$ cat src/source/rsa_pkg.sv
package rsa_pkg;

    // ==================
    // Widths
    // ==================
    localparam int KEY_W     = 256;
    localparam int ACC_W     = 258;
    localparam int CNT_W     = 9;
    localparam int AXI_AW    = 12;
    localparam int AXI_DW    = 32;
    localparam int KEY_WORDS = 8;
    localparam int WIDX_W    = $clog2(KEY_WORDS);

    // ==================
    // Register map
    // ==================
    localparam logic [AXI_AW-1:0] ADDR_CTRL   = 12'h000;
    localparam logic [AXI_AW-1:0] ADDR_STATUS = 12'h004;
    localparam logic [AXI_AW-1:0] ADDR_N      = 12'h100;
    localparam logic [AXI_AW-1:0] ADDR_E      = 12'h200;
    localparam logic [AXI_AW-1:0] ADDR_Y      = 12'h300;
    localparam logic [AXI_AW-1:0] ADDR_RES    = 12'h400;

    localparam logic [1:0] RESP_OKAY   = 2'b00;
    localparam logic [1:0] RESP_SLVERR = 2'b10;

    // FSM encodings.
    localparam logic [1:0] MM_IDLE = 2'd0;
    localparam logic [1:0] MM_ITER = 2'd1;
    localparam logic [1:0] MM_CORR = 2'd2;
    localparam logic [1:0] MM_OUT  = 2'd3;

    localparam logic [1:0] PR_IDLE = 2'd0;
    localparam logic [1:0] PR_LOAD = 2'd1;
    localparam logic [1:0] PR_RUN  = 2'd2;
    localparam logic [1:0] PR_OUT  = 2'd3;

    localparam logic [1:0] EX_IDLE = 2'd0;
    localparam logic [1:0] EX_PREP = 2'd1;
    localparam logic [1:0] EX_LOOP = 2'd2;
    localparam logic [1:0] EX_FIN  = 2'd3;

    typedef struct packed {
        logic                  awvalid;
        logic [AXI_AW-1:0]     awaddr;
        logic                  wvalid;
        logic [AXI_DW-1:0]     wdata;
        logic [AXI_DW/8-1:0]   wstrb;
        logic                  bready;
        logic                  arvalid;
        logic [AXI_AW-1:0]     araddr;
        logic                  rready;
    } axil_req_t;

    typedef struct packed {
        logic                  awready;
        logic                  wready;
        logic                  bvalid;
        logic [1:0]            bresp;
        logic                  arready;
        logic                  rvalid;
        logic [AXI_DW-1:0]     rdata;
        logic [1:0]            rresp;
    } axil_rsp_t;

    typedef struct packed {
        logic [KEY_W-1:0]      n;
        logic [KEY_W-1:0]      e;
        logic [KEY_W-1:0]      y;
    } rsa_job_t;

    // Decoded register address.
    typedef struct packed {
        logic                  ctrl;
        logic                  status;
        logic                  n;
        logic                  e;
        logic                  y;
        logic                  res;
        logic [WIDX_W-1:0]     idx;
    } addr_dec_t;

endpackage

$ cat src/source/rsa_axil_regs.sv
`timescale 1ns/1ns

module rsa_axil_regs
    import rsa_pkg::*;
(
    input  logic             i_clk,
    input  logic             i_rst,
    input  axil_req_t        i_axil,
    output axil_rsp_t        o_axil,
    output rsa_job_t         o_job,
    output logic             o_start,
    input  logic             i_busy,
    input  logic             i_done,
    input  logic [KEY_W-1:0] i_result
);

    addr_dec_t         wr_dec;
    addr_dec_t         rd_dec;
    logic              wr_acc;
    logic              rd_acc;
    logic              wr_ok;
    logic              rd_ok;
    logic              eng_busy;
    logic [AXI_DW-1:0] rd_word;

    logic [AXI_DW-1:0] n_q [KEY_WORDS];
    logic [AXI_DW-1:0] e_q [KEY_WORDS];
    logic [AXI_DW-1:0] y_q [KEY_WORDS];
    logic [KEY_W-1:0]  result_q;
    logic              start_q;
    logic              done_q;
    logic              bvalid_q;
    logic [1:0]        bresp_q;
    logic              rvalid_q;
    logic [1:0]        rresp_q;
    logic [AXI_DW-1:0] rdata_q;

    function automatic addr_dec_t decode(input logic [AXI_AW-1:0] addr);
        addr_dec_t d;
        d.ctrl   = addr[AXI_AW-1:2] == ADDR_CTRL[AXI_AW-1:2];
        d.status = addr[AXI_AW-1:2] == ADDR_STATUS[AXI_AW-1:2];
        d.n      = addr[AXI_AW-1:WIDX_W+2] == ADDR_N[AXI_AW-1:WIDX_W+2];
        d.e      = addr[AXI_AW-1:WIDX_W+2] == ADDR_E[AXI_AW-1:WIDX_W+2];
        d.y      = addr[AXI_AW-1:WIDX_W+2] == ADDR_Y[AXI_AW-1:WIDX_W+2];
        d.res    = addr[AXI_AW-1:WIDX_W+2] == ADDR_RES[AXI_AW-1:WIDX_W+2];
        d.idx    = addr[WIDX_W+1:2];
        return d;
    endfunction

    function automatic logic [AXI_DW-1:0] merge(
        input logic [AXI_DW-1:0]   old_w,
        input logic [AXI_DW-1:0]   new_w,
        input logic [AXI_DW/8-1:0] strb
    );
        logic [AXI_DW-1:0] w;
        w = old_w;
        for (int b = 0; b < AXI_DW / 8; b++) begin
            if (strb[b]) begin
                w[8*b +: 8] = new_w[8*b +: 8];
            end
        end
        return w;
    endfunction

    assign wr_dec   = decode(i_axil.awaddr);
    assign rd_dec   = decode(i_axil.araddr);
    // AW and W are taken together, never with a response pending.
    assign wr_acc   = i_axil.awvalid & i_axil.wvalid & ~bvalid_q;
    assign rd_acc   = i_axil.arvalid & ~rvalid_q;
    assign wr_ok    = wr_dec.ctrl | wr_dec.n | wr_dec.e | wr_dec.y;
    assign eng_busy = i_busy | start_q;
    assign o_start  = start_q;

    always_comb begin
        for (int k = 0; k < KEY_WORDS; k++) begin
            o_job.n[k*AXI_DW +: AXI_DW] = n_q[k];
            o_job.e[k*AXI_DW +: AXI_DW] = e_q[k];
            o_job.y[k*AXI_DW +: AXI_DW] = y_q[k];
        end
    end

    // ==================
    // Read mux
    // ==================
    always_comb begin
        rd_word = '0;
        rd_ok   = 1'b1;
        if (rd_dec.status) begin
            rd_word = {{(AXI_DW-2){1'b0}}, done_q, eng_busy};
        end else if (rd_dec.n) begin
            rd_word = n_q[rd_dec.idx];
        end else if (rd_dec.e) begin
            rd_word = e_q[rd_dec.idx];
        end else if (rd_dec.y) begin
            rd_word = y_q[rd_dec.idx];
        end else if (rd_dec.res) begin
            rd_word = result_q[rd_dec.idx*AXI_DW +: AXI_DW];
        end else begin
            rd_ok = 1'b0;
        end
    end

    always_comb begin
        o_axil.awready = wr_acc;
        o_axil.wready  = wr_acc;
        o_axil.bvalid  = bvalid_q;
        o_axil.bresp   = bresp_q;
        o_axil.arready = rd_acc;
        o_axil.rvalid  = rvalid_q;
        o_axil.rdata   = rdata_q;
        o_axil.rresp   = rresp_q;
    end

    // ==================
    // Handshake and status
    // ==================
    always_ff @(posedge i_clk or posedge i_rst) begin
        if (i_rst) begin
            bvalid_q <= 1'b0;
            bresp_q  <= RESP_OKAY;
            rvalid_q <= 1'b0;
            rresp_q  <= RESP_OKAY;
            start_q  <= 1'b0;
            done_q   <= 1'b0;
            result_q <= '0;
        end else begin
            start_q <= 1'b0;
            if (wr_acc) begin
                bvalid_q <= 1'b1;
                bresp_q  <= wr_ok ? RESP_OKAY : RESP_SLVERR;
                if (wr_dec.ctrl && !eng_busy && i_axil.wstrb[0] && i_axil.wdata[0]) begin
                    start_q <= 1'b1;
                end
            end else if (i_axil.bready) begin
                bvalid_q <= 1'b0;
            end
            if (rd_acc) begin
                rvalid_q <= 1'b1;
                rresp_q  <= rd_ok ? RESP_OKAY : RESP_SLVERR;
            end else if (i_axil.rready) begin
                rvalid_q <= 1'b0;
            end
            if (start_q) begin
                done_q <= 1'b0;
            end else if (i_done) begin
                done_q   <= 1'b1;
                result_q <= i_result;
            end
        end
    end

    // Operand arrays and read data.
    always_ff @(posedge i_clk) begin
        if (rd_acc) begin
            rdata_q <= rd_word;
        end
        if (wr_acc && !eng_busy) begin
            if (wr_dec.n) begin
                n_q[wr_dec.idx] <= merge(n_q[wr_dec.idx], i_axil.wdata, i_axil.wstrb);
            end
            if (wr_dec.e) begin
                e_q[wr_dec.idx] <= merge(e_q[wr_dec.idx], i_axil.wdata, i_axil.wstrb);
            end
            if (wr_dec.y) begin
                y_q[wr_dec.idx] <= merge(y_q[wr_dec.idx], i_axil.wdata, i_axil.wstrb);
            end
        end
    end

endmodule

$ cat config.mk
export PLATFORM = sky130hd
export DESIGN_NAME = rsa_axil_regs
export DESIGN_NICKNAME = d
export VERILOG_FILES = /design/src/source/rsa_pkg.sv /design/src/source/rsa_axil_regs.sv
export SDC_FILE = /design/constraint.sdc
export NUM_CORES = 1
export LEC_CHECK = 0
export BUFFER_PORTS_ARGS = -buffer_cell sky130_fd_sc_hd__buf_4
export CAP_MARGIN = 20
export CORE_AREA = 10 10 437 439
export CTS_CLUSTER_DIAMETER = 50
export DETAILED_ROUTE_END_ITERATION = 8
export DIE_AREA = 0 0 447 449
export PLACE_DENSITY = 0.43
export SYNTH_ARGS = -nofsm -noshare
export SYNTH_HDL_FRONTEND = slang
export SYNTH_SLANG_ARGS = --single-unit
$ cat constraint.sdc
create_clock -name i_clk -period 25.1 [get_ports i_clk]
set_input_delay 5.02 -clock i_clk [delete_from_list [all_inputs] [get_ports i_clk]]
set_output_delay 5.02 -clock i_clk [all_outputs]
set_load 0.01 [all_outputs]
==> key figures <==
Status
  • Status: finished, final reports clean

Critical path
  • Worst R2R Start: o_start
  • Max incr delay on CP: 0.15 ns
  • CP Cell Sequence: buf_4 -> nand3_1 -> inv_1 -> buf_4
  • Critical path class: primary input to output pin
  • Worst Path Arrival: 5.55 ns
  • CP max stage cell: buf_4
  • CP max FO: 4
  • Worst Setup End Kind: output pin
  • Worst reg2reg path depth: 6
  • Req. time, crit path: 20.08 ns
  • Crit path launch type: primary input
  • Most used cell, CP: buf_4
  • Worst reg-to-reg setup slack: 20.60 ns
  • Reg2reg end: result_q[206]

Clock network
  • TritonCTS clock tree: yes
  • Insertion delay to the later sink of the worst-skew pair: 0.79 ns
  • Cts bufs inserted: 152
  • Clk buf depth: 3
  • Hold Buf Count CTS: 0
  • Reg clk slew, reported paths: 0.06 ns
  • Setup bufs post-CTS: 0
  • CTS root buf: clkbuf_16
  • CTS HTree Levels: 4
  • Clock sinks: 1062
  • Cts repair resizes: 0

Timing
  • # setup viols final: 0
  • Measured slew at the worst slew-check pin: 1.15 ns
  • RSZ-0062 raised after global routing: no
  • Clk_skew: 0.0447 ns
  • Final Hold Viols: 0
  • Period minus WS final: 10.57 ns
  • Fin crit share: 0.421
  • Slew HR: 0.227
  • Setup TNS Final: 0 ns
  • Max Slew Vio Count: 0
  • Max Fclk: 94.6 MHz

Power and ir drop
  • Leakage: 22.3 nW
  • Cell Pwr Density: 75.8 nW/um^2
  • Max IR drop VDD: 0.0578 mV

Finish
  • P&R area growth vs syn: 38.8%
  • Final Instance Area: 59000 sq um
  • Final core occ: 0.324
  • Share of cells above drive strength 1: 0.572
  • # nets final: 3623
  • Post-route insts no fill: 5819

Placed design
  • GPL Wtd Cong: 0.872
  • DP Area: 53800 sq um
  • I/O Buffers: 1128
  • Dpl hpwl: 167 mm
  • Placed cell count: 5528

Route
  • DRT antenna net count: 0
  • Routed len/inst: 37.0 microns
  • Vias/cell: 4.68
  • Starting DRT DRC Count: 2495
  • Residual DRC: 0
  • First-pass DRT Iterations: 5
  • Routed vias: 27300
  • Final wirelength: 215 mm

Floorplanning
  • DIE AREA: 201000 sq um
  • Die height: 449 microns
  • Io pins: 1135
  • Core area: 182000 sq um
  • Row count: 157
  • Die W: 447 microns
  • Initial Utilization: 0.233

Min path
  • Worst Min Path Start: bresp_q[1]
  • Min-Delay Path Class: flip-flop to flip-flop
  • Hold depth: 2
  • Min-Delay Endpoint: bresp_q[1]

Global route
  • Tot GR Track Use: 0.207
  • Vias in the first global route: 28300
  • Wire length of the first global-routing pass: 281 mm
  • Initial antenna violation count: 21
  • Largest net degree at the start of global routing: 148
  • Total gr overflow: 0

Synth
  • Top cells by area, synth: edfxtp_1, dfrtp_1, mux4_2
  • Post-synth design cell area: 42500 sq um
  • Number of synthesized flops with an enable pin: 800
  • Netlist cell types: 35
  • Count leader, synth: edfxtp_1
  • Yosys top cell by area: edfxtp_1
  • Synth Area per Inst: 20.4 sq um
  • Top post-synthesis cells by count: edfxtp_1, mux2_2, dfrtp_1, mux4_2, mux2i_1
  • Synth Flop Type: edfxtp_1
  • Seq/Total Area, Yosys: 0.719
  • Synthesized instance count: 2087
  • Synth Warn #: 0
  • Ys async rst share: 0.247
  • Flop and latch count out of synthesis: 1062
  • Post-synth top area share: 0.565

Run
  • Max Cap Viol: 0
-- placed cells by master (no fill, tap or decap), drive strengths merged, types with 3 or more instances in the layout --
cell type / synthesis / routed
o21ai: 5 / 5
edfxtp: 800 / 800
nor4: 4 / 4
dfrtp: 262 / 262
mux2i: 123 / 123
mux2: 266 / 266
o22a: 30 / 30
clkinvlp: 0 / 8
nand2b: 3 / 3
nor3b: 5 / 5
a21oi: 3 / 3
nand2: 19 / 19
nand3: 5 / 5
buf: 97 / 1186
clkbuf: 33 / 180
o22ai: 5 / 5
mux4: 248 / 248
nor2b: 7 / 7
inv: 5 / 29
o221ai: 30 / 30
diode: 0 / 11
nor2: 112 / 112
nor3: 7 / 7
nand3b: 5 / 5
clkinv: 0 / 48
bufinv: 0 / 19
-- flip-flops by register name, summed over array words and instances, names as in the netlist --
| register | count |
|---|---|
| e_q | 256 |
| n_q | 256 |
| result_q | 256 |
| y_q | 256 |
| rdata_q | 32 |
| bresp_q | 1 |
| bvalid_q | 1 |
| done_q | 1 |
| o_start | 1 |
| rresp_q | 1 |
| rvalid_q | 1 |
-- how the worst max path moves through the flow --
| stage | start | to | slack [ns] | cells after the start |
|---|---|---|---|---|
| 2_1_floorplan | i_rst | bresp_q[1] | 12.87 | 1 |
| 3_3_place_gp | i_axil[64] | o_axil[40] | 14.54 | 4 |
| 3_5_place_dp | i_axil[64] | o_axil[40] | 14.55 | 4 |
| 4_1_cts | i_axil[64] | o_axil[40] | 14.55 | 4 |
| 5_1_grt | i_axil[64] | o_axil[40] | 14.51 | 4 |
| 6_report | i_axil[64] | o_axil[40] | 14.53 | 4 |
-- routing by layer --
| layer | track usage | wire [microns] | part of all wire | vias up |
|---|---|---|---|---|
| met5 | 0 | 11 | 0.000051 | - |
| met4 | 0.0657 | 6960 | 0.032 | 2 |
| met3 | 0.0728 | 18700 | 0.087 | 234 |
| met2 | 0.341 | 105000 | 0.49 | 1190 |
| met1 | 0.251 | 84500 | 0.39 | 14800 |
| li1 | - | - | - | 11000 |
-- stage by stage --
stage / power, W / setup slack (ns) / hold slack [ns]
after floorplan: 0.00215 / 12.87 / 0.460
after global placement: 0.00230 / 14.54 / 0.482
after detailed placement: 0.00230 / 14.55 / 0.478
after CTS: 0.00454 / 14.55 / 0.490
after global routing: 0.00463 / 14.51 / 0.507
final: 0.00448 / 14.53 / 0.489
-- final cells by class --
class	instances	area, sq um
diodes	11	27.5
clock buffers	180	4030
clock inverters	99	1150
fillers	17900	123000
inverters	5	33.8
multi-input cells	891	11300
flip-flops and latches	1062	30600
well taps	2385	2980
repair buffers	1186	8970
-- report_power, final --
group / internal (W) / switching, W / total [W]
Combinational: 0.000139 / 0.000158 / 0.000297
Clock: 0.00136 / 0.000862 / 0.00222
Sequential: 0.00194 / 0.0000226 / 0.00196
-- cells by family (layout without fill, tap and decap cells) --
group / after synthesis / in the layout / share of synthesized area
flops: 1062 / 1062 / 0.719
mux: 637 / 637 / 0.231
simple gates: 171 / 171 / 0.0175
buf+inv: 135 / 1470 / 0.0173
compound gates: 81 / 81 / 0.0156
other cells: 1 / 13 / 0.0000882
-- worst max-delay path, delay by kind of cell --
family | cells | cell delay, ns
AND/OR/NAND/NOR | 1 | 0.14
buffers and inverters | 3 | 0.38
(Power assumes the default switching activity.)
